### src/include/clk_freq_defs.svh
// ~~~~~~~~~~~~~~~~~~~~~~~~~~~~~~~~~~~~~~~~~~~~~~~~~~~~~~~~~~~~~~~~~~~~~~~~~~~
// clock monitor defaults
// channel count and gate length used as top level parameter defaults
// ~~~~~~~~~~~~~~~~~~~~~~~~~~~~~~~~~~~~~~~~~~~~~~~~~~~~~~~~~~~~~~~~~~~~~~~~~~~
`ifndef CLK_FREQ_DEFS_SVH
`define CLK_FREQ_DEFS_SVH

// number of measured clocks, 62 at most
`define CLK_MON_NUM_CHAN 36
// one second of clk_200, so counts come out in Hz
`define CLK_MON_GATE_CYCLES 200_000_000

`endif

### src/hdl/clk_freq_pkg.sv
// ~~~~~~~~~~~~~~~~~~~~~~~~~~~~~~~~~~~~~~~~~~~~~~~~~~~~~~~~~~~~~~~~~~~~~~~~~~~
// clock monitor package
// shared widths, byte and word bus structs, register map layout
// ~~~~~~~~~~~~~~~~~~~~~~~~~~~~~~~~~~~~~~~~~~~~~~~~~~~~~~~~~~~~~~~~~~~~~~~~~~~
`default_nettype none

package clk_freq_pkg;

    // frequency count or scratch word
    typedef logic [31:0] freq_t;
    // one byte on the external bus
    typedef logic [7:0]  byte_t;
    // bits 7..2 pick the word, bits 1..0 the lane
    typedef logic [7:0]  byte_addr_t;
    typedef logic [5:0]  word_addr_t;

    // external write / address request
    typedef struct packed {
        logic       wr;
        byte_addr_t addr;
        byte_t      wdata;
    } byte_req_t;

    // full word write, bridge to map
    typedef struct packed {
        logic       wr;
        word_addr_t addr;
        freq_t      data;
    } word_wr_t;

    // read/write scratch words at the bottom of the map
    localparam int NUM_RW      = 2;
    // first channel count sits right after the scratch words
    localparam int STATUS_BASE = NUM_RW;

endpackage

`default_nettype wire

### src/hdl/reg_map.sv
// ~~~~~~~~~~~~~~~~~~~~~~~~~~~~~~~~~~~~~~~~~~~~~~~~~~~~~~~~~~~~~~~~~~~~~~~~~~~
// register map
// read/write scratch words followed by one read-only count word per
// channel, with a combinational word read mux
// ~~~~~~~~~~~~~~~~~~~~~~~~~~~~~~~~~~~~~~~~~~~~~~~~~~~~~~~~~~~~~~~~~~~~~~~~~~~
`timescale 1ns/1ps
`default_nettype none

module reg_map
    import clk_freq_pkg::*;
#(
    parameter int NUM_CHAN = 36
) (
    input  wire                   clk_200,
    input  wire                   reset,
    input  word_wr_t              word_wr_i,
    input  word_addr_t            rd_addr_i,
    input  freq_t [NUM_CHAN-1:0]  freqs_i,
    output freq_t                 rdata_o
);

    // scratch words, addresses 0 .. NUM_RW-1
    freq_t scratch_q [NUM_RW];

    // only scratch addresses take writes
    // status and unmapped words drop them
    always_ff @(posedge clk_200 or posedge reset) begin
        if (reset) begin
            for (int i = 0; i < NUM_RW; i++) begin
                scratch_q[i] <= '0;
            end
        end else if (word_wr_i.wr) begin
            for (int i = 0; i < NUM_RW; i++) begin
                if (word_wr_i.addr == word_addr_t'(i)) begin
                    scratch_q[i] <= word_wr_i.data;
                end
            end
        end
    end

    // word read mux
    // zero beyond the last channel
    always_comb begin
        rdata_o = '0;
        for (int i = 0; i < NUM_RW; i++) begin
            if (rd_addr_i == word_addr_t'(i)) begin
                rdata_o = scratch_q[i];
            end
        end
        // channel i lives at STATUS_BASE + i
        for (int i = 0; i < NUM_CHAN; i++) begin
            if (rd_addr_i == word_addr_t'(STATUS_BASE + i)) begin
                rdata_o = freqs_i[i];
            end
        end
    end

endmodule

`default_nettype wire

### config.mk
export PLATFORM = sky130hd
export DESIGN_NAME = reg_map
export DESIGN_NICKNAME = d
export VERILOG_FILES = /design/src/include/clk_freq_defs.svh /design/src/hdl/clk_freq_pkg.sv /design/src/hdl/reg_map.sv
export SDC_FILE = /design/constraint.sdc
export NUM_CORES = 1
export LEC_CHECK = 0
export ABC_AREA = 0
export BUFFER_PORTS_ARGS = -buffer_cell sky130_fd_sc_hd__buf_2
export CAP_MARGIN = 20
export CORE_AREA = 2 2 485 487
export CTS_CLUSTER_DIAMETER = 100
export DETAILED_ROUTE_END_ITERATION = 8
export DIE_AREA = 0 0 487 489
export GPL_TIMING_DRIVEN = 0
export PLACE_DENSITY = 0.32
export SYNTH_ARGS = -nofsm -noshare
export SYNTH_HDL_FRONTEND = slang
export SYNTH_SLANG_ARGS = --single-unit
### constraint.sdc
create_clock -name clk_200 -period 6.75 [get_ports clk_200]
set_input_delay 1.35 -clock clk_200 [delete_from_list [all_inputs] [get_ports clk_200]]
set_output_delay 1.35 -clock clk_200 [all_outputs]
set_load 0.05 [all_outputs]
==> results_dict.tcl, run 1 <==
set metrics [dict create \
    cp_max_fo 10 \
    synth_top_family_by_area "compound AO/OA/AOI/OAI gates" \
    clk_latency_ns 0.36 \
    muxShareOfSynthArea_pct 20.1 \
    busiest_layer "met2" \
    p_sw_mw 1.34 \
    yosysTopAreaCell "dfrtp_1" \
    core-area_um2 234000 \
    fillers 27600 \
    wl_um 288000 \
    fin_ws_ns -0.160 \
    crit_path_cell_trace "buf_2 -> buf_6 -> buf_2 -> nor3b_2 -> nand2_1 -> clkbuf_1 -> o22ai_1 -> nor2_1 -> a22oi_1 -> nand2_1 -> buf_2" \
    rows 178 \
    synthArstFlopShare_pct 100 \
    skew_ns 0 \
    p_int_mw 1.30 \
    cts-root-buf "clkbuf_16" \
    grt_remaining_overflow 0 \
    hold_path.class "register to register" \
    crit_slowest_cell "nor3b_2" \
    rrSetupSlack_ns 5.97 \
    largestRegisters "scratch_q x64" \
    ys_types 84 \
    fp.dieH_um 489 \
    post-place-cells 6096 \
    synthAdderAreaFrac_pct 0 \
    pwr-share-seq_pct 17.4 \
    reg2regPathDepth 1 \
    start_kind "input pin" \
    wl_per_cell_um 46.4 \
    fin_tns_setup_ns -0.256 \
    synth.avg_cell_area_um2 7.43 \
    netlist_top_cells_area "dfrtp_1 (12%), mux2_2 (8.6%), o22ai_1 (7.8%), mux4_2 (6.9%), a21oi_1 (6.3%)" \
    final_max_slew_viol_count 0 \
    synth_area_um2 13000 \
    finalHoldViolCount 0 \
    switching_share_pct 50.6 \
    max_stage_delay_ns 0.79 \
    vias 24200 \
    die_area_um2 238000 \
    grtUsageMet1_pct 27.0 \
    synth_top_area_share_pct 12.3 \
    fin_crit_sh_pct 102 \
    cts.sinks 64 \
    ys_seq_area_share_pct 12.3 \
    synth-xor-area-share_pct 0 \
    end_kind "primary output" \
    worstMarginPinSlew_ns 1.22 \
    violations "setup timing" \
    antenna_left 0 \
    p_leak_nw 10.4 \
    cp_data_arrival_time_ns 5.56 \
    report.power.total_mw 2.64 \
    postSynthCellCount 1753 \
    instances_no_fill 6211 \
    syn_nets 2952 \
    yosysWarnings 0 \
    drv_cap 0 \
    dieWidth_um 487 \
    holdPathStages 1 \
    synth_edf_count 0 \
    cts_hold_buf 0 \
    cp.required_ns 5.40 \
    fmax_mhz 145 \
    initial_core_util_pct 5.58 \
    min_period_ns 6.91 \
    clkSlewWorstSetupHoldPaths_ns 0.06 \
    place_area_um2 23900 \
    r2r_start "scratch_q[62]" \
    status "finished, violations left" \
    setup_viol 4 \
    drc 0 \
    cts.path.max_buffers 2 \
    met2_usage_pct 41.4 \
    cts_tree "yes" \
    yosys.area_share.simple_pct 19.3 \
    grt_max_degree 63 \
    hold_end "scratch_q[15]" \
    power_density_nw_per_um2 106 \
    place_congestion 0.884 \
    drive_gt1_share_pct 54.5 \
    largest_reg_flops 64 \
    grt_usage_pct 23.1 \
    syn2layout_area_growth_pct 91.0 \
    grt_pass1_wl_um 338000 \
    fin_area_um2 24900 \
    crit_top_cell "buf_2" \
    worstSetupPathType "input pin to primary output" \
    grt_pass1_vias 23700 \
    comb_power_share_pct 63.8 \
    drt_first_pass_iters 5 \
    hold_start "scratch_q[15]" \
    rsz0062_at_grt "no" \
    antenna_found_initial 272 \
    max_slew_margin_pct 18.7 \
    placement.io_buffers 1229 \
    use_met3_pct 4.77 \
    cts_buffers 9 \
    largest_register "scratch_q" \
    synth_ff_type "dfrtp_1" \
    vias_per_cell 3.89 \
    synth-compound-area-share_pct 40.8 \
    ys_seq_elements 64 \
    io_pins 1231 \
    dpl.hpwl_um 256000 \
    nets 4249 \
    htree_levels 3 \
    drtIter0Drc 1876 \
    ir_drop_mv 0.167 \
    pwr-share-clk_pct 18.8 \
    timing.rr.end "scratch_q[62]" \
]
==> metal layers <==
layer / wire (um) / part of all wire [%]
met3: 18600 / 6.5
met4: 10800 / 3.8
met5: 797 / 0.28
met1: 114000 / 39
met2: 144000 / 50
==> cell usage after synthesis (all sizes together), types with 13 or more instances <==
master,number
o211ai,20
a31oi,14
mux2i,58
nand3,47
nand2,125
o221ai,22
mux2,101
mux4,40
a21oi,164
o22ai,162
buf,120
a211oi,22
o21ai,145
nor3,43
or3,13
dfrtp,64
nor4b,13
a221oi,46
clkbuf,64
a22oi,68
nor2,181
==> per-stage QoR <==
step / util [%] / setup slack, ns / hold WS (ns)
floorplan: - / 1.36 / 0.474
global placement: 9.85 / -3.59 / 0.482
detailed placement: 10.2 / -1.43 / 0.488
CTS: 10.5 / -0.00295 / 0.502
global route: 10.6 / 0.00247 / 0.513
finish: 10.7 / -0.160 / 0.501
==> cells by family (layout without fill, tap and decap cells) <==
kind of cell | Yosys count | after routing
and+or+nand+nor | 502 | 502
buffers and inverters | 191 | 1492
AOI/OAI and AO/OA | 797 | 797
DFF | 64 | 64
muxes | 199 | 199
other | 0 | 97
==> cell type report <==
| cell class | instances | area, um2 | area share, % |
|---|---|---|---|
| clock buffers | 10 | 239 | 0.960 |
| clock inverters | 5 | 57.6 | 0.231 |
| well taps | 3060 | 3830 | 15.4 |
| plain buffers | 181 | 1130 | 4.54 |
| flip-flops and latches | 64 | 1600 | 6.44 |
| diodes | 97 | 243 | 0.975 |
| repair buffers | 1289 | 6990 | 28.1 |
| multi-input cells | 1498 | 10800 | 43.3 |
| inverters | 7 | 28.8 | 0.116 |
==> how the worst max path moves through the flow <==
stage                     depth (start not counted)    startpoint           to
after floorplan                                   9  rd_addr_i[5]  rdata_o[17]
after global placement                           10  rd_addr_i[0]  rdata_o[31]
after detailed placement                         12  rd_addr_i[0]  rdata_o[18]
after CTS                                        13  rd_addr_i[2]  rdata_o[28]
after global routing                             11  rd_addr_i[3]   rdata_o[1]
final                                            11  rd_addr_i[2]  rdata_o[12]
==> placed cells by master (no fill, tap or decap), drive strengths merged, types with 10 or more instances in the layout <==
| master | n |
|---|---|
| a211oi | 22 |
| a21oi | 164 |
| a221o | 11 |
| a221oi | 46 |
| a222oi | 12 |
| a22oi | 68 |
| a31oi | 14 |
| buf | 1406 |
| clkbuf | 74 |
| dfrtp | 64 |
| diode | 97 |
| mux2 | 101 |
| mux2i | 58 |
| mux4 | 40 |
| nand2 | 125 |
| nand2b | 10 |
| nand3 | 47 |
| nor2 | 181 |
| nor3 | 43 |
| nor4b | 13 |
| o211ai | 20 |
| o21ai | 145 |
| o221ai | 22 |
| o22ai | 162 |
| or3 | 13 |
==> critical path, delay by kind of cell <==
family | cells | cell delay (ns)
buffers and inverters | 5 | 1.62
AND/OR/NAND/NOR | 4 | 1.38
AO/OA/AOI/OAI | 2 | 1.17
==> power by group through the flow <==
stage / sequential [mW] / combinational [mW] / clock, mW
5_1_grt: 0.464 / 1.74 / 0.518
3_3_place_gp: 0.462 / 1.65 / 0
2_1_floorplan: 0.457 / 0.556 / 0
3_5_place_dp: 0.465 / 1.68 / 0
4_1_cts: 0.459 / 1.71 / 0.507
6_report: 0.460 / 1.68 / 0.496
==> what timing repair did <==
action,in CTS,in global routing
pin swaps,5,1
endpoints found under the setup margin,32,4
resized for setup,113,4
gates cloned,0,0
setup buffers,2,4
No activity file was read; power rests on OpenSTA's default activity.
==> run 2, diff against run 1 <==
--- a/config.mk
+++ b/config.mk
@@ -6,7 +6,7 @@
 export NUM_CORES = 1
 export LEC_CHECK = 0
 export ABC_AREA = 0
-export BUFFER_PORTS_ARGS = -buffer_cell sky130_fd_sc_hd__buf_2
+export BUFFER_PORTS_ARGS = -buffer_cell sky130_fd_sc_hd__buf_4
 export CAP_MARGIN = 20
 export CORE_AREA = 2 2 485 487
 export CTS_CLUSTER_DIAMETER = 100
==> results_dict.tcl, run 2 (synthesis results as in run 1) <==
set metrics [dict create \
    status "finished, violations left" \
    violations "setup timing" \
    drt_first_pass_iters 6 \
    cts_buffers 9 \
    fin_tns_setup_ns -0.136 \
    most-common-layout-cells "buf_4 (1282), nor2_1 (161), o22ai_1 (159)" \
    rows 178 \
    ir_drop_mv 0.168 \
    drc 0 \
    skew_ns 0 \
    wl_um 291000 \
    p_leak_nw 11.4 \
    syn2layout_area_growth_pct 112 \
    vias_per_cell 3.84 \
    cts_tree "yes" \
    place_congestion 0.896 \
    dpl.hpwl_um 257000 \
    grt_max_degree 58 \
    grt_pass1_vias 23700 \
    dieWidth_um 487 \
    place_area_um2 26900 \
    cp_data_arrival_time_ns 5.53 \
    reg2regPathDepth 1 \
    antenna_found_initial 177 \
    fp.dieH_um 489 \
    fin_crit_sh_pct 102 \
    clkSlewWorstSetupHoldPaths_ns 0.06 \
    setup_viol 2 \
    finalHoldViolCount 0 \
    timing.hold.ws_ns 0.503 \
    finish.utilization_pct 11.8 \
    initial_core_util_pct 5.58 \
    worstSetupPathType "input pin to primary output" \
    hold_path.class "register to register" \
    grt_pass1_wl_um 341000 \
    grt_usage_pct 23.3 \
    instances_no_fill 6150 \
    fillers 27200 \
    grt_remaining_overflow 0 \
    vias 23600 \
    final_common_cell "buf_4" \
    fin_ws_ns -0.132 \
    rsz0062_at_grt "yes" \
    holdPathStages 1 \
    power_density_nw_per_um2 101 \
    worstMarginPinSlew_ns 1.22 \
    regArea_um2 1600 \
    largestRegisters "scratch_q x64" \
    min_period_ns 6.88 \
    cts_hold_buf 0 \
    cp.required_ns 5.40 \
    fmax_mhz 145 \
    nets 4241 \
    cp_max_fo 10 \
    pre_cts_ws_ns -1.34 \
    max_slew_margin_pct 18.1 \
    largest_reg_flops 64 \
    cts-root-buf "clkbuf_16" \
    die_area_um2 238000 \
    io_pins 1231 \
    drive_gt1_share_pct 54.1 \
    core-area_um2 234000 \
    cts.path.max_buffers 2 \
    drv_cap 0 \
    drtIter0Drc 1857 \
    post-place-cells 6091 \
    clk_latency_ns 0.34 \
    multi_input_area_um2 10700 \
    placement.io_buffers 1229 \
    report.power.total_mw 2.81 \
    start_kind "input pin" \
    htree_levels 3 \
    end_kind "primary output" \
    fin_area_um2 27700 \
    largest_register "scratch_q" \
    final_max_slew_viol_count 0 \
    antenna_left 0 \
    cts.sinks 64 \
    wl_per_cell_um 47.3 \
]
## run 2: cell count changes in the layout (fill, tap and decap cells not counted), sizes merged
| cell | change |
|---|---|
| clkinvlp | -3 |
| clkinv | -1 |
| bufinv | -1 |
| buf | -10 |
| clkdlybuf4s15 | +1 |
| diode | -52 |
| clkbuf | +5 |
## run 2: worst paths after layout
path | startpoint | to | slack [ns]
worst max register to register | scratch_q[26] | scratch_q[26] | 5.97
max in group asynchronous | reset | scratch_q[51] | 5.28
worst max-delay path | rd_addr_i[0] | rdata_o[1] | -0.13
min in group asynchronous | reset | scratch_q[37] | 0.90
worst min register to register | scratch_q[24] | scratch_q[24] | 0.50
worst min-delay path | scratch_q[24] | scratch_q[24] | 0.50
## run 2: routing by layer
layer	wire [um]	track usage, %	part of all wire [%]	vias to the layer above
met5	422	0	0.15	-
met2	148000	42.2	51	1471
met4	9740	7.26	3.3	66
met3	16800	4.48	5.8	341
met1	116000	27.3	40	12100
li1	-	-	-	9702
## run 2: power by group
part | switching, mW | internal (mW)
Combinational | 1.11 | 0.783
Clock | 0.183 | 0.275
Sequential | 0.0244 | 0.435
## run 2: what timing repair did
action                                  CTS  global route
endpoints found under the setup margin   32             5
resized for setup                        96             5
pin swaps                                 3             1
buffers inserted                          1             0
## run 2: critical path: stages
cell,delay (ns)
buf_4,0.14
buf_2,0.27
and2_1,0.28
buf_2,0.34
nand2_2,0.51
nand2_1,0.33
or3_1,0.46
nor3_2,0.61
o31a_1,0.50
a221o_1,0.40
buf_4,0.27
## run 2: layout make-up
cell class	count	share of cell area [%]
tap	3060	13.8
buffer	182	4.09
clock buffer	14	0.990
multi-input combinational	1498	38.7
sequential	64	5.79
inverter	7	0.104
timing repair buffer	1280	36.0
antenna	45	0.407
