==> src/include/clk_freq_defs.svh <==
// ~~~~~~~~~~~~~~~~~~~~~~~~~~~~~~~~~~~~~~~~~~~~~~~~~~~~~~~~~~~~~~~~~~~~~~~~~~~
// clock monitor defaults
// channel count and gate length used as top level parameter defaults
// ~~~~~~~~~~~~~~~~~~~~~~~~~~~~~~~~~~~~~~~~~~~~~~~~~~~~~~~~~~~~~~~~~~~~~~~~~~~
`ifndef CLK_FREQ_DEFS_SVH
`define CLK_FREQ_DEFS_SVH

// number of measured clocks, 62 at most
`define CLK_MON_NUM_CHAN 36
// one second of clk_200, so counts come out in Hz
`define CLK_MON_GATE_CYCLES 200_000_000

`endif

==> src/hdl/clk_freq_pkg.sv <==
// ~~~~~~~~~~~~~~~~~~~~~~~~~~~~~~~~~~~~~~~~~~~~~~~~~~~~~~~~~~~~~~~~~~~~~~~~~~~
// clock monitor package
// shared widths, byte and word bus structs, register map layout
// ~~~~~~~~~~~~~~~~~~~~~~~~~~~~~~~~~~~~~~~~~~~~~~~~~~~~~~~~~~~~~~~~~~~~~~~~~~~
`default_nettype none

package clk_freq_pkg;

    // frequency count or scratch word
    typedef logic [31:0] freq_t;
    // one byte on the external bus
    typedef logic [7:0]  byte_t;
    // bits 7..2 pick the word, bits 1..0 the lane
    typedef logic [7:0]  byte_addr_t;
    typedef logic [5:0]  word_addr_t;

    // external write / address request
    typedef struct packed {
        logic       wr;
        byte_addr_t addr;
        byte_t      wdata;
    } byte_req_t;

    // full word write, bridge to map
    typedef struct packed {
        logic       wr;
        word_addr_t addr;
        freq_t      data;
    } word_wr_t;

    // read/write scratch words at the bottom of the map
    localparam int NUM_RW      = 2;
    // first channel count sits right after the scratch words
    localparam int STATUS_BASE = NUM_RW;

endpackage

`default_nettype wire

==> src/hdl/byte_lane_bridge.sv <==
// ~~~~~~~~~~~~~~~~~~~~~~~~~~~~~~~~~~~~~~~~~~~~~~~~~~~~~~~~~~~~~~~~~~~~~~~~~~~
// byte lane bridge
// assembles bus bytes into a longword, issues the word write one
// cycle after the byte strobe, and picks the read lane
// ~~~~~~~~~~~~~~~~~~~~~~~~~~~~~~~~~~~~~~~~~~~~~~~~~~~~~~~~~~~~~~~~~~~~~~~~~~~
`timescale 1ns/1ps
`default_nettype none

module byte_lane_bridge
    import clk_freq_pkg::*;
(
    input  wire        clk_200,
    input  wire        reset,
    input  byte_req_t  req_i,
    input  freq_t      word_rdata_i,
    output word_addr_t rd_addr_o,
    output word_wr_t   word_wr_o,
    output byte_t      rdata_o
);

    logic [1:0] lane;
    // assembly longword, shared by all word addresses
    freq_t      longword_q;
    logic       wr_q;
    word_addr_t wr_addr_q;

    assign lane      = req_i.addr[1:0];
    assign rd_addr_o = req_i.addr[7:2];

    // byte demux into the longword
    always_ff @(posedge clk_200 or posedge reset) begin
        if (reset) begin
            longword_q <= '0;
        end else if (req_i.wr) begin
            longword_q[lane*8 +: 8] <= req_i.wdata;
        end
    end

    // strobe delayed by one, so the word write sees the new byte
    always_ff @(posedge clk_200 or posedge reset) begin
        if (reset) begin
            wr_q <= 1'b0;
        end else begin
            wr_q <= req_i.wr;
        end
    end

    // word address travels with the delayed strobe
    always_ff @(posedge clk_200 or posedge reset) begin
        if (reset) begin
            wr_addr_q <= '0;
        end else if (req_i.wr) begin
            wr_addr_q <= req_i.addr[7:2];
        end
    end

    assign word_wr_o.wr   = wr_q;
    assign word_wr_o.addr = wr_addr_q;
    assign word_wr_o.data = longword_q;

    // read lane mux
    always_comb begin
        case (lane)
            2'd0:    rdata_o = word_rdata_i[7:0];
            2'd1:    rdata_o = word_rdata_i[15:8];
            2'd2:    rdata_o = word_rdata_i[23:16];
            default: rdata_o = word_rdata_i[31:24];
        endcase
    end

endmodule

`default_nettype wire

==> config.mk <==
export PLATFORM = sky130hd
export DESIGN_NAME = byte_lane_bridge
export DESIGN_NICKNAME = d
export VERILOG_FILES = /design/src/include/clk_freq_defs.svh /design/src/hdl/clk_freq_pkg.sv /design/src/hdl/byte_lane_bridge.sv
export SDC_FILE = /design/constraint.sdc
export NUM_CORES = 1
export LEC_CHECK = 0
export ABC_CLOCK_PERIOD_IN_PS = 2740
export BUFFER_PORTS_ARGS = -buffer_cell sky130_fd_sc_hd__buf_2
export CAP_MARGIN = 20
export CORE_MARGIN = 3
export CORE_UTILIZATION = 42
export DETAILED_ROUTE_END_ITERATION = 8
export GPL_TIMING_DRIVEN = 0
export PLACE_DENSITY = 0.74
export SYNTH_ARGS = -nofsm -noshare
export SYNTH_HDL_FRONTEND = slang
export SYNTH_SLANG_ARGS = --single-unit
==> constraint.sdc <==
create_clock -name clk_200 -period 2.74 [get_ports clk_200]
set_input_delay 0.411 -clock clk_200 [delete_from_list [all_inputs] [get_ports clk_200]]
set_output_delay 0.411 -clock clk_200 [all_outputs]
set_load 0.005 [all_outputs]
==> results of run 1 <==
## metal layers
layer  global-route usage (%)  vias up  routed length [µm]  share of wire [%]
met4                     5.53        0                  48               0.94
met2                     31.7       83                2440                 48
met1                     23.8      825                2120                 41
met5                        0        -                   0                  0
li1                         -      791                   -                  -
met3                     5.75        6                 516                 10
## worst paths after layout
kind,cells past startpoint,end
setup / recovery,7,rdata_o[5]
hold / removal,2,wr_addr_q[2]$_DFFE_PP0P_
setup reg to reg,1,wr_addr_q[5]$_DFFE_PP0P_
hold reg to reg,1,longword_q[7]$_DFFE_PP0P_
max in group asynchronous,2,longword_q[27]$_DFFE_PP0P_
min in group clk_200,1,wr_q$_DFF_PP0_
## per-stage QoR
step	area, µm²	util [%]	worst slack [ps]
2_1_floorplan	1900	-	1020
3_3_place_gp	2480	59.4	578
3_5_place_dp	2480	59.4	513
4_1_cts	2610	62.6	507
5_1_grt	2610	62.6	380
6_report	2610	62.6	507
## power groups by stage
stage	sequential, mW	clock, mW	combinational (mW)
floorplan	0.647	0	0.119
global placement	0.643	0	0.245
detailed placement	0.645	0	0.248
CTS	0.633	0.567	0.249
global route	0.637	0.592	0.271
finish	0.633	0.561	0.246
## flip-flops by register name (all words and copies together) (netlist names)
signal,count
wr_addr_q,6
longword_q,32
wr_q,1
## logic make-up (layout without fill, tap and decap cells)
logic type / count (synthesis) / count (layout) / synth area share, %
simple gates: 24 / 24 / 8.43
flops: 39 / 39 / 51.3
mux: 14 / 14 / 7.77
compound gates: 40 / 40 / 20.7
fa+ha+maj: 6 / 6 / 3.95
buf+inv: 27 / 138 / 7.83
## area by class of cell
type                    instances  area, µm²
plain buffers                  16        108
clock buffers                   6       72.6
clock inverters                 2       60.1
fillers                       346       1560
inverters                      11       41.3
multi-input cells              84        776
flip-flops and latches         39        976
well taps                      50       62.6
repair buffers                103        515
## cell usage in the layout (no fill, tap or decap)
cell type,instances
nor2_1,1
ha_1,6
clkbuf_1,2
a222oi_1,8
buf_6,1
mux2i_1,8
nand4b_1,1
clkbuf_8,5
and4bb_4,1
mux2_2,6
a32o_1,26
nand2b_1,3
buf_4,9
dfrtp_1,39
inv_2,1
nand2_1,4
bufinv_16,2
a22o_1,3
and2_2,5
o2bb2ai_1,3
buf_2,108
nor2b_1,6
and2_1,2
and4b_1,1
inv_1,10
## worst max-delay path, stage by stage
cell      delay, ps
buf_2           190
inv_1           110
ha_1            290
buf_4           200
a222oi_1        340
mux2i_1         110
buf_2           150
==> flow_summary.html, run 1 <==
<table>
<tr><th>Metric</th><th>Value</th></tr>
<tr><th colspan="2">Clock network</th></tr>
<tr><td>CTS HTree Levels</td><td>2</td></tr>
<tr><td>Post-cts repair resize count</td><td>0</td></tr>
<tr><td>Cts bufs inserted</td><td>5</td></tr>
<tr><td>Clock tree from TritonCTS</td><td>yes</td></tr>
<tr><td>Setup bufs post-CTS</td><td>0</td></tr>
<tr><td>Cell at the root of the clock tree</td><td>clkbuf_8</td></tr>
<tr><td>CTS Buffer Depth</td><td>2</td></tr>
<tr><td>CTS clk-pin slew, worst paths</td><td>~70 ps</td></tr>
<tr><td>Hold-fix buffer count after cts</td><td>0</td></tr>
<tr><td>Sink count of the clock tree</td><td>39</td></tr>
<tr><td>Worst-Skew Late Latency</td><td>290 ps</td></tr>
<tr><th colspan="2">Yosys</th></tr>
<tr><td>Yosys warning count</td><td>0</td></tr>
<tr><td>Synth cell count leaders</td><td>dfrtp_1 (39), a32o_1 (26), inv_1 (11)</td></tr>
<tr><td>Synthesized area per cell</td><td>between 10 and 15 µm²</td></tr>
<tr><td>Largest area contributor in the netlist</td><td>dfrtp_1</td></tr>
<tr><td>Async S/R FF share, synth</td><td>100%</td></tr>
<tr><td>Mapped Nets</td><td>207</td></tr>
<tr><td>Flip-flop cell with the highest count after synthesis</td><td>dfrtp_1</td></tr>
<tr><td>Number of synthesized flops with an enable pin</td><td>0</td></tr>
<tr><td>FF+latch count, synth</td><td>39</td></tr>
<tr><td>Post-Synthesis Cell Area</td><td>1900 µm²</td></tr>
<tr><td>Top cell type's share of synthesized area</td><td>between 50% and 60%</td></tr>
<tr><td>Count of unique library cells instantiated by Yosys</td><td>22</td></tr>
<tr><td>Post-synthesis instance total</td><td>150</td></tr>
<tr><td>Top post-synthesis cells by area</td><td>dfrtp_1 (51%), a32o_1 (14%), a222oi_1 (4.2%)</td></tr>
<tr><td>Most common cell in the synthesized netlist</td><td>dfrtp_1</td></tr>
<tr><td>Share of synthesized area occupied by flip-flops and latches</td><td>~51%</td></tr>
<tr><th colspan="2">Die</th></tr>
<tr><td>Area of the placeable core</td><td>about 4200 µm²</td></tr>
<tr><td>Width of the die</td><td>around 73 µm</td></tr>
<tr><td>Initial core utilization</td><td>a little under half</td></tr>
<tr><td>Full die area</td><td>roughly 5400 µm²</td></tr>
<tr><td>Chip Height</td><td>about 73 µm</td></tr>
<tr><td>Number of core rows</td><td>23</td></tr>
<tr><td>Number of primary I/O pins</td><td>roughly 100</td></tr>
<tr><th colspan="2">Critical path</th></tr>
<tr><td>Kind of critical path</td><td>in -&gt; out</td></tr>
<tr><td>Category of the worst setup path launch point</td><td>input pin</td></tr>
<tr><td>Critical Path Sink Type</td><td>output pin</td></tr>
<tr><td>R2R setup slack</td><td>1980 ps</td></tr>
<tr><td>Start of the worst register-to-register path</td><td>wr_addr_q[5]$_DFFE_PP0P_</td></tr>
<tr><td>Highest net fanout along the worst path</td><td>11</td></tr>
<tr><td>CP required</td><td>2330 ps</td></tr>
<tr><td>Critical path origin</td><td>req_i[8]</td></tr>
<tr><td>CP arrival</td><td>about 1800 ps</td></tr>
<tr><th colspan="2">Final layout</th></tr>
<tr><td>Number of nets at the end of the flow</td><td>317</td></tr>
<tr><td>Area Overhead vs Synth</td><td>37.4%</td></tr>
<tr><td>ANT cells</td><td>0</td></tr>
<tr><td>Layout cells sized above 1</td><td>52.9%</td></tr>
<tr><td>Number of standard cells in the layout, taps in and fillers out</td><td>311</td></tr>
<tr><th colspan="2">Timing</th></tr>
<tr><td>Worst slew margin relative to its limit</td><td>a little under half</td></tr>
<tr><td>Max frequency</td><td>approximately 450 MHz</td></tr>
<tr><td>Post-route fraction of the period consumed by the critical path</td><td>approximately four fifths</td></tr>
<tr><td>Fin. max-slew vios</td><td>0</td></tr>
<tr><td>Fin crit period</td><td>about 2200 ps</td></tr>
<tr><td>RSZ-0062 raised after global routing</td><td>no</td></tr>
<tr><td>Final worst clock skew</td><td>0 ps</td></tr>
<tr><td>Pin slew with the least headroom to its limit</td><td>807 ps</td></tr>
<tr><td>Final Hold Fails</td><td>0</td></tr>
<tr><td>Final sum of negative setup slack</td><td>0 ps</td></tr>
<tr><td>Worst hold margin</td><td>approximately 260 ps</td></tr>
<tr><td>Final setup fails</td><td>0</td></tr>
<tr><th colspan="2">Power</th></tr>
<tr><td>Internal power component</td><td>between 1 and 1.5 mW</td></tr>
<tr><td>Power density over cell area</td><td>~550 nW/µm²</td></tr>
<tr><td>Switching power summed over all nets</td><td>0.335 mW</td></tr>
<tr><td>Portion of total power attributed to sequential cells</td><td>~44%</td></tr>
<tr><td>Clk pwr share</td><td>approximately two fifths</td></tr>
<tr><td>Worst-case vdd ir drop</td><td>approximately 0.00048 V</td></tr>
<tr><td>Share of total power consumed by net switching</td><td>a little under a quarter</td></tr>
<tr><td>Logic gate share of total power</td><td>17.1%</td></tr>
<tr><td>Leak pwr</td><td>roughly 1.4 nW</td></tr>
<tr><td>Final Total Pwr</td><td>~1.4 mW</td></tr>
<tr><th colspan="2">Routing</th></tr>
<tr><td>Vias after detailed routing</td><td>between 1500 and 2000</td></tr>
<tr><td>Number of DRC violations after detailed-routing iteration 0</td><td>between 80 and 90</td></tr>
<tr><td>Wire length reported by the detailed router</td><td>approximately 5.1 mm</td></tr>
<tr><td>First drt pass iteration count</td><td>4</td></tr>
<tr><td>Wirelength per Cell</td><td>around 16 µm</td></tr>
<tr><td>Number of DRC violations after detailed routing</td><td>0</td></tr>
<tr><td>Antenna-violating nets left</td><td>0</td></tr>
<tr><td>Post-detailed-route via-to-cell ratio</td><td>roughly 5.5</td></tr>
<tr><th colspan="2">Placed design</th></tr>
<tr><td>Post-detail-place hpwl</td><td>~3.9 mm</td></tr>
<tr><td>Cell count after placement</td><td>about 300</td></tr>
<tr><td>Routability-driven placement congestion ratio</td><td>about 0.8</td></tr>
<tr><td>Number of port buffers</td><td>between 100 and 150</td></tr>
<tr><th colspan="2">Worst hold path</th></tr>
<tr><td>Worst hold path type</td><td>in -&gt; async</td></tr>
<tr><th colspan="2">Run</th></tr>
<tr><td>Reported max-cap violation count</td><td>0</td></tr>
<tr><th colspan="2">GRT</th></tr>
<tr><td>Global-route usage over all layers</td><td>approximately a fifth</td></tr>
<tr><td>Number of antenna violations at the first check in global routing</td><td>0</td></tr>
<tr><td>Grt ovf</td><td>0</td></tr>
<tr><td>Pin count of the biggest net entering global routing</td><td>40</td></tr>
<tr><td>Global-route wire length before repair</td><td>just under 8 mm</td></tr>
<tr><td>Via count of the first global-routing pass</td><td>between 1500 and 2000</td></tr>
<tr><th colspan="2">Status</th></tr>
<tr><td>Status</td><td>complete, no violations</td></tr>
</table>
No activity file was read; power rests on OpenSTA's default activity.
==> run 2, diff against run 1 <==
- ABC_AREA: not set -> 1
- ABC_CLOCK_PERIOD_IN_PS: 2740 -> 2300
- PLACE_DENSITY: 0.74 -> 0.71
- clock period: 2.74 -> 2.3 ns (I/O delays scaled with it)
==> run 2 against run 1 <==
- worst setup slack is essentially flat
- clock power is 4.8% higher
- register-to-register slack worse by 310 ps
==> flow_summary.html, run 2 <==
<table>
<tr><th>Metric</th><th>Value</th></tr>
<tr><th colspan="2">Placed design</th></tr>
<tr><td>Number of port buffers</td><td>between 100 and 150</td></tr>
<tr><td>Routability-driven placement congestion ratio</td><td>about 0.87</td></tr>
<tr><td>Post-detail-place hpwl</td><td>4.28 mm</td></tr>
<tr><th colspan="2">Final layout</th></tr>
<tr><td>Area of combinational cells with multiple inputs</td><td>around 1000 µm²</td></tr>
<tr><td>Most common library cell in the layout ignoring fill and taps</td><td>nand2_1</td></tr>
<tr><td>ANT cells</td><td>0</td></tr>
<tr><td>Register bank with the most flops</td><td>longword_q</td></tr>
<tr><td>Most frequent cells in the layout</td><td>nand2_1 (156), buf_2 (107), nor2_1 (45)</td></tr>
<tr><td>Number of filler cells placed in the layout</td><td>roughly 470</td></tr>
<tr><td>Top flop regs</td><td>longword_q: 32 flops, wr_addr_q: 6 flops, wr_q: 1 flops</td></tr>
<tr><td>Number of nets at the end of the flow</td><td>466</td></tr>
<tr><td>Layout cells sized above 1</td><td>about a third</td></tr>
<tr><td>Area Overhead vs Synth</td><td>32.7%</td></tr>
<tr><td>Number of flip-flops in the largest register</td><td>32</td></tr>
<tr><td>Storage cell area</td><td>976 µm²</td></tr>
<tr><th colspan="2">Timing</th></tr>
<tr><td>Fin. max-slew vios</td><td>0</td></tr>
<tr><td>Worst slew margin relative to its limit</td><td>a little under half</td></tr>
<tr><td>Pin slew with the least headroom to its limit</td><td>788 ps</td></tr>
<tr><td>Fin crit period</td><td>roughly 1800 ps</td></tr>
<tr><td>Worst hold margin</td><td>around 190 ps</td></tr>
<tr><td>Final Hold Fails</td><td>0</td></tr>
<tr><td>Final sum of negative setup slack</td><td>0 ps</td></tr>
<tr><td>Max frequency</td><td>roughly 560 MHz</td></tr>
<tr><td>Final setup fails</td><td>0</td></tr>
<tr><td>Final worst clock skew</td><td>0 ps</td></tr>
<tr><td>Post-route fraction of the period consumed by the critical path</td><td>78.0%</td></tr>
<tr><td>RSZ-0062 raised after global routing</td><td>no</td></tr>
<tr><th colspan="2">Worst hold path</th></tr>
<tr><td>Worst Hold End</td><td>wr_q$_DFF_PP0_</td></tr>
<tr><td>Worst hold path cell count</td><td>1</td></tr>
<tr><td>Worst hold path type</td><td>in -&gt; reg</td></tr>
<tr><td>Worst hold start</td><td>req_i[16]</td></tr>
<tr><th colspan="2">Critical path</th></tr>
<tr><td>Cells along the critical path</td><td>buf_2 -&gt; inv_2 -&gt; ha_1 -&gt; buf_2 -&gt; nand2_1 -&gt; nand2_1 -&gt; nor2_1 -&gt; nor2_1 -&gt; buf_2</td></tr>
<tr><td>R2r endpoint</td><td>longword_q[15]$_DFFE_PP0P_</td></tr>
<tr><td>Start of the worst register-to-register path</td><td>longword_q[15]$_DFFE_PP0P_</td></tr>
<tr><td>Cell family with the largest share of critical-path delay</td><td>buffers and inverters</td></tr>
<tr><td>Kind of critical path</td><td>in -&gt; out</td></tr>
<tr><td>Number of cell instances on the worst register-to-register path</td><td>2</td></tr>
<tr><td>Library cell contributing the largest single delay on the critical path</td><td>buf_2</td></tr>
<tr><td>Category of the worst setup path launch point</td><td>input pin</td></tr>
<tr><td>Longest individual stage delay on the worst path</td><td>approximately 250 ps</td></tr>
<tr><td>Top cell by count, worst path</td><td>buf_2</td></tr>
<tr><td>Critical Path Sink Type</td><td>output pin</td></tr>
<tr><td>Highest net fanout along the worst path</td><td>9</td></tr>
<tr><td>CP required</td><td>between 1500 and 2000 ps</td></tr>
<tr><td>Worst path bufs/invs</td><td>4</td></tr>
<tr><td>CP arrival</td><td>1450 ps</td></tr>
<tr><td>R2R setup slack</td><td>around 1700 ps</td></tr>
<tr><th colspan="2">Yosys</th></tr>
<tr><td>Async S/R FF share, synth</td><td>100%</td></tr>
<tr><td>Post-synthesis instance total</td><td>roughly 300</td></tr>
<tr><td>FF+latch count, synth</td><td>39</td></tr>
<tr><td>Synthesized area per cell</td><td>roughly 7.3 µm²</td></tr>
<tr><td>Synth cell count leaders</td><td>nand2_1 (156), nor2_1 (45), dfrtp_1 (39)</td></tr>
<tr><td>Yosys warning count</td><td>0</td></tr>
<tr><td>Post-Synthesis Cell Area</td><td>2190 µm²</td></tr>
<tr><td>Top post-synthesis cells by area</td><td>dfrtp_1 (44%), nand2_1 (27%), nor2_1 (7.7%)</td></tr>
<tr><td>Share of synthesized area occupied by flip-flops and latches</td><td>about 44%</td></tr>
<tr><td>Largest area contributor in the netlist</td><td>dfrtp_1</td></tr>
<tr><td>Count of unique library cells instantiated by Yosys</td><td>13</td></tr>
<tr><td>Most common cell in the synthesized netlist</td><td>nand2_1</td></tr>
<tr><td>Flip-flop cell with the highest count after synthesis</td><td>dfrtp_1</td></tr>
<tr><td>Number of synthesized flops with an enable pin</td><td>0</td></tr>
<tr><td>Top cell type's share of synthesized area</td><td>44.5%</td></tr>
<tr><td>Mapped Nets</td><td>356</td></tr>
<tr><th colspan="2">GRT</th></tr>
<tr><td>Via count of the first global-routing pass</td><td>2005</td></tr>
<tr><td>Global-route wire length before repair</td><td>just over 9 mm</td></tr>
<tr><td>Pin count of the biggest net entering global routing</td><td>40</td></tr>
<tr><td>Number of antenna violations at the first check in global routing</td><td>0</td></tr>
<tr><td>Grt ovf</td><td>0</td></tr>
<tr><td>Global-route usage over all layers</td><td>between 15 and 20%</td></tr>
<tr><th colspan="2">Status</th></tr>
<tr><td>Status</td><td>complete, no violations</td></tr>
<tr><th colspan="2">Run</th></tr>
<tr><td>Reported max-cap violation count</td><td>0</td></tr>
<tr><th colspan="2">Routing</th></tr>
<tr><td>Number of DRC violations after detailed-routing iteration 0</td><td>about 140</td></tr>
<tr><td>Wirelength per Cell</td><td>11.4 µm</td></tr>
<tr><td>Antenna-violating nets left</td><td>0</td></tr>
<tr><td>First drt pass iteration count</td><td>4</td></tr>
<tr><td>Wire length reported by the detailed router</td><td>5.43 mm</td></tr>
<tr><td>Vias after detailed routing</td><td>2090</td></tr>
<tr><td>Number of DRC violations after detailed routing</td><td>0</td></tr>
<tr><td>Post-detailed-route via-to-cell ratio</td><td>4.38</td></tr>
<tr><th colspan="2">Clock network</th></tr>
<tr><td>Clock tree from TritonCTS</td><td>yes</td></tr>
<tr><td>CTS clk-pin slew, worst paths</td><td>70 ps</td></tr>
<tr><td>CTS Buffer Depth</td><td>2</td></tr>
<tr><td>Hold-fix buffer count after cts</td><td>0</td></tr>
<tr><td>Post-cts repair resize count</td><td>0</td></tr>
<tr><td>CTS HTree Levels</td><td>2</td></tr>
<tr><td>Cell at the root of the clock tree</td><td>clkbuf_8</td></tr>
<tr><td>Setup bufs post-CTS</td><td>0</td></tr>
<tr><td>Cts bufs inserted</td><td>5</td></tr>
<tr><td>Sink count of the clock tree</td><td>39</td></tr>
<tr><td>Worst-Skew Late Latency</td><td>just under 300 ps</td></tr>
<tr><th colspan="2">Power</th></tr>
<tr><td>Worst-case vdd ir drop</td><td>a little under 0.0005 V</td></tr>
<tr><td>Power density over cell area</td><td>566 nW/µm²</td></tr>
<tr><td>Leak pwr</td><td>around 1.9 nW</td></tr>
<tr><th colspan="2">Die</th></tr>
<tr><td>Chip Height</td><td>between 70 and 80 µm</td></tr>
<tr><td>Width of the die</td><td>~78 µm</td></tr>
<tr><td>Number of core rows</td><td>25</td></tr>
<tr><td>Area of the placeable core</td><td>4880 µm²</td></tr>
<tr><td>Number of primary I/O pins</td><td>about 100</td></tr>
<tr><td>Initial core utilization</td><td>45.0%</td></tr>
<tr><td>Full die area</td><td>just over 6000 µm²</td></tr>
</table>
-- run 2: cell count changes in the layout (fill, tap and decap cells not counted), moves of 8 or more --
cell      before  now
mux2i_1        8    0
inv_1         10   18
a32o_1        26    0
a222oi_1       8    0
nor2_1         1   45
nand2_1        4  156
-- run 2: cell families (layout without fill, tap and decap cells) --
family	after synthesis	in the layout	share of synthesized area, %
AND/OR/NAND/NOR	210	210	42.0
flip-flops	39	39	44.5
adder cells (fa/ha/maj)	6	6	3.42
AO/OA/AOI/OAI	6	6	1.37
buffers and inverters	38	149	8.78
-- run 2: per-layer routing --
layer / GRT usage, % / vias to the layer above / share of wire [%]
li1: - / 1092 / -
met1: 24.6 / 924 / 47
met2: 29.7 / 68 / 46
met3: 4.59 / 6 / 6.0
met4: 5.77 / 0 / 1.1
met5: 0 / - / 0
-- run 2: stage by stage --
step                      power [mW]  utilization, %  cells  worst slack [ps]  cell area (µm²)
after global placement          1.07            57.3    469               546             2790
after global routing            1.74            59.7    477               378             2910
after CTS                       1.66            59.7    477               522             2910
final                           1.65            59.7    477               507             2910
after floorplan                0.935               -    299               906             2190
after detailed placement        1.08            57.3    469               524             2790
-- run 2: report_power, final --
group          switching (mW)  internal (mW)  total [mW]
Clock                   0.237          0.351       0.588
Combinational           0.176          0.137       0.313
Sequential             0.0209          0.727       0.747
Total                   0.434           1.21        1.65
-- run 2: cell type report --
class                   instances  share of cell area [%]
plain buffers                  14                    3.52
multi-input cells             222                    35.2
clock buffers                   6                    2.84
repair buffers                103                    17.7
inverters                      24                    3.09
well taps                      67                    2.88
clock inverters                 2                    1.20
flip-flops and latches         39                    33.5
-- run 2: worst max-delay path by stage --
stage | depth (start not counted) | slack (ps) | startpoint | end
after CTS | 9 | 520 | req_i[8] | rdata_o[6]
after detailed placement | 9 | 520 | req_i[8] | rdata_o[6]
after floorplan | 7 | 910 | req_i[8] | rdata_o[3]
after global placement | 2 | 550 | reset | longword_q[0]$_DFFE_PP0P_
final | 9 | 510 | req_i[8] | rdata_o[6]
after global routing | 9 | 380 | req_i[8] | rdata_o[6]
-- run 2: worst register-to-register path: cells and delay by family (launching register included) --
kind / cells / cell delay, ps
flip-flops: 1 / 390
AND/OR/NAND/NOR: 2 / 130
==> run 3, diff against run 2 <==
- ABC_CLOCK_PERIOD_IN_PS: 2300 -> 1540
- PLACE_DENSITY: 0.71 -> 0.74
- clock period: 2.3 -> 1.54 ns (I/O delays scaled with it)
==> run 3 against run 2 <==
- register-to-register slack worse by 760 ps
- hold slack lost 110 ps
- via count up 1.5%
==> flow_summary.html, run 3 (same netlist as run 2, synthesis figures left out) <==
<table>
<tr><th>Metric</th><th>Value</th></tr>
<tr><th colspan="2">Final layout</th></tr>
<tr><td>Number of filler cells placed in the layout</td><td>475</td></tr>
<tr><td>Top flop regs</td><td>longword_q: 32 flops, wr_addr_q: 6 flops, wr_q: 1 flops</td></tr>
<tr><td>Most frequent cells in the layout</td><td>nand2_1 (156), buf_2 (103), nor2_1 (45)</td></tr>
<tr><td>Register bank with the most flops</td><td>longword_q</td></tr>
<tr><td>Number of nets at the end of the flow</td><td>approximately 470</td></tr>
<tr><td>Number of flip-flops in the largest register</td><td>32</td></tr>
<tr><td>Area Overhead vs Synth</td><td>34.9%</td></tr>
<tr><td>Most common library cell in the layout ignoring fill and taps</td><td>nand2_1</td></tr>
<tr><td>Layout cells sized above 1</td><td>between 30% and 40%</td></tr>
<tr><td>ANT cells</td><td>0</td></tr>
<tr><td>Number of standard cells in the layout, taps in and fillers out</td><td>approximately 480</td></tr>
<tr><th colspan="2">Routing</th></tr>
<tr><td>Vias after detailed routing</td><td>~2100</td></tr>
<tr><td>Number of DRC violations after detailed-routing iteration 0</td><td>~110</td></tr>
<tr><td>Wire length reported by the detailed router</td><td>approximately 5.3 mm</td></tr>
<tr><td>Number of DRC violations after detailed routing</td><td>0</td></tr>
<tr><td>Post-detailed-route via-to-cell ratio</td><td>~4.4</td></tr>
<tr><td>First drt pass iteration count</td><td>4</td></tr>
<tr><td>Antenna-violating nets left</td><td>0</td></tr>
<tr><td>Wirelength per Cell</td><td>approximately 11 µm</td></tr>
<tr><th colspan="2">Die</th></tr>
<tr><td>Width of the die</td><td>78.3 µm</td></tr>
<tr><td>Full die area</td><td>~6000 µm²</td></tr>
<tr><td>Area of the placeable core</td><td>just under 5000 µm²</td></tr>
<tr><td>Chip Height</td><td>78.3 µm</td></tr>
<tr><td>Number of primary I/O pins</td><td>~100</td></tr>
<tr><td>Number of core rows</td><td>25</td></tr>
<tr><td>Initial core utilization</td><td>roughly 45%</td></tr>
<tr><th colspan="2">Timing</th></tr>
<tr><td>Worst hold margin</td><td>just under 80 ps</td></tr>
<tr><td>Max frequency</td><td>~710 MHz</td></tr>
<tr><td>Worst slew margin relative to its limit</td><td>48.2%</td></tr>
<tr><td>Pin slew with the least headroom to its limit</td><td>approximately 780 ps</td></tr>
<tr><td>Fin. max-slew vios</td><td>0</td></tr>
<tr><td>Final sum of negative setup slack</td><td>0 ps</td></tr>
<tr><td>Final Hold Fails</td><td>0</td></tr>
<tr><td>Final worst clock skew</td><td>0 ps</td></tr>
<tr><td>Fin crit period</td><td>1410 ps</td></tr>
<tr><td>Post-route fraction of the period consumed by the critical path</td><td>91.4%</td></tr>
<tr><td>RSZ-0062 raised after global routing</td><td>no</td></tr>
<tr><td>Final setup fails</td><td>0</td></tr>
<tr><th colspan="2">GRT</th></tr>
<tr><td>Global-route wire length before repair</td><td>just over 9 mm</td></tr>
<tr><td>Grt ovf</td><td>0</td></tr>
<tr><td>Number of antenna violations at the first check in global routing</td><td>0</td></tr>
<tr><td>Via count of the first global-routing pass</td><td>2019</td></tr>
<tr><td>Pin count of the biggest net entering global routing</td><td>40</td></tr>
<tr><td>Global-route usage over all layers</td><td>18.6%</td></tr>
<tr><th colspan="2">Placed design</th></tr>
<tr><td>Post-detail-place hpwl</td><td>approximately 4.2 mm</td></tr>
<tr><td>Cell count after placement</td><td>about 470</td></tr>
<tr><td>Routability-driven placement congestion ratio</td><td>~0.84</td></tr>
<tr><td>Number of port buffers</td><td>103</td></tr>
<tr><th colspan="2">Power</th></tr>
<tr><td>Leak pwr</td><td>1.91 nW</td></tr>
<tr><td>Worst-case vdd ir drop</td><td>roughly 0.00054 V</td></tr>
<tr><td>Final Total Pwr</td><td>approximately 2.6 mW</td></tr>
<tr><td>Power density over cell area</td><td>873 nW/µm²</td></tr>
<tr><th colspan="2">Clock network</th></tr>
<tr><td>Sink count of the clock tree</td><td>39</td></tr>
<tr><td>CTS clk-pin slew, worst paths</td><td>~80 ps</td></tr>
<tr><td>Cts bufs inserted</td><td>5</td></tr>
<tr><td>Cell at the root of the clock tree</td><td>clkbuf_8</td></tr>
<tr><td>Hold-fix buffer count after cts</td><td>0</td></tr>
<tr><td>Clock tree from TritonCTS</td><td>yes</td></tr>
<tr><td>CTS Buffer Depth</td><td>2</td></tr>
<tr><td>CTS HTree Levels</td><td>2</td></tr>
<tr><td>Worst-Skew Late Latency</td><td>280 ps</td></tr>
<tr><th colspan="2">Status</th></tr>
<tr><td>Status</td><td>complete, no violations</td></tr>
<tr><th colspan="2">Worst hold path</th></tr>
<tr><td>Worst hold path type</td><td>in -&gt; async</td></tr>
<tr><th colspan="2">Critical path</th></tr>
<tr><td>Critical Path Sink Type</td><td>output pin</td></tr>
<tr><td>Highest net fanout along the worst path</td><td>10</td></tr>
<tr><td>CP arrival</td><td>approximately 1200 ps</td></tr>
<tr><td>Category of the worst setup path launch point</td><td>input pin</td></tr>
<tr><td>CP required</td><td>about 1300 ps</td></tr>
<tr><td>Kind of critical path</td><td>in -&gt; out</td></tr>
<tr><th colspan="2">Run</th></tr>
<tr><td>Reported max-cap violation count</td><td>0</td></tr>
</table>
run 3: worst paths after layout:
check,start,endpoint,slack [ps],cells after the start
max,req_i[8],rdata_o[5],130,8
min,reset,longword_q[24]$_DFFE_PP0P_,80,2
max reg2reg,longword_q[5]$_DFFE_PP0P_,longword_q[5]$_DFFE_PP0P_,910,2
min reg2reg,longword_q[9]$_DFFE_PP0P_,longword_q[9]$_DFFE_PP0P_,480,2
max in group asynchronous,reset,longword_q[7]$_DFFE_PP0P_,960,2
min in group clk_200,req_i[16],wr_q$_DFF_PP0_,80,1
run 3: what timing repair did:
action | 4_1_cts | 5_1_grt
cloned | 0 | 0
setup buffers | 0 | 1
gates resized for setup | 1 | 10
pin swaps | 0 | 0
setup endpoints to repair | 3 | 8
run 3: area by class of cell:
| class | count | area, µm² | area share (%) |
|---|---|---|---|
| Tap cell | 67 | 83.8 | 2.83 |
| Multi-Input combinational cell | 222 | 1030 | 34.7 |
| Sequential cell | 39 | 976 | 33.0 |
| Clock buffer | 6 | 72.6 | 2.45 |
| Inverter | 24 | 92.6 | 3.13 |
| Timing Repair Buffer | 104 | 526 | 17.8 |
| Clock inverter | 2 | 60.1 | 2.03 |
| Buffer | 14 | 121 | 4.10 |
run 3: critical path, cell delays in order:
cell and delay [ps]:
clkbuf_4 150, ha_1 210, inv_2 120, buf_6 150, nand2_1 60, nor2_1 90
nor2_1 40, buf_2 120
run 3: metrics by stage:
step	instance area (µm²)	utilization, %	setup WS, ps
after floorplan	2190	-	374
after global placement	2790	57.3	-67.7
after detailed placement	2790	57.3	-3.38
after CTS	2930	60.0	50.6
after global routing	2960	60.7	4.04
final	2960	60.7	132
run 3: routing by layer:
layer	track usage, %	part of all wire, %	vias up
met5	0	0	-
met4	5.24	0.90	0
met3	4.24	6.9	6
met2	30.5	48	74
met1	24.6	44	945
li1	-	-	1097
run 3: report_power, final:
part | switching (mW) | leakage (nW) | internal, mW
clock | 0.345 | 0.0654 | 0.648
sequential | 0.0309 | 0.525 | 1.09
combinational | 0.263 | 1.32 | 0.213
total | 0.639 | 1.91 | 1.95
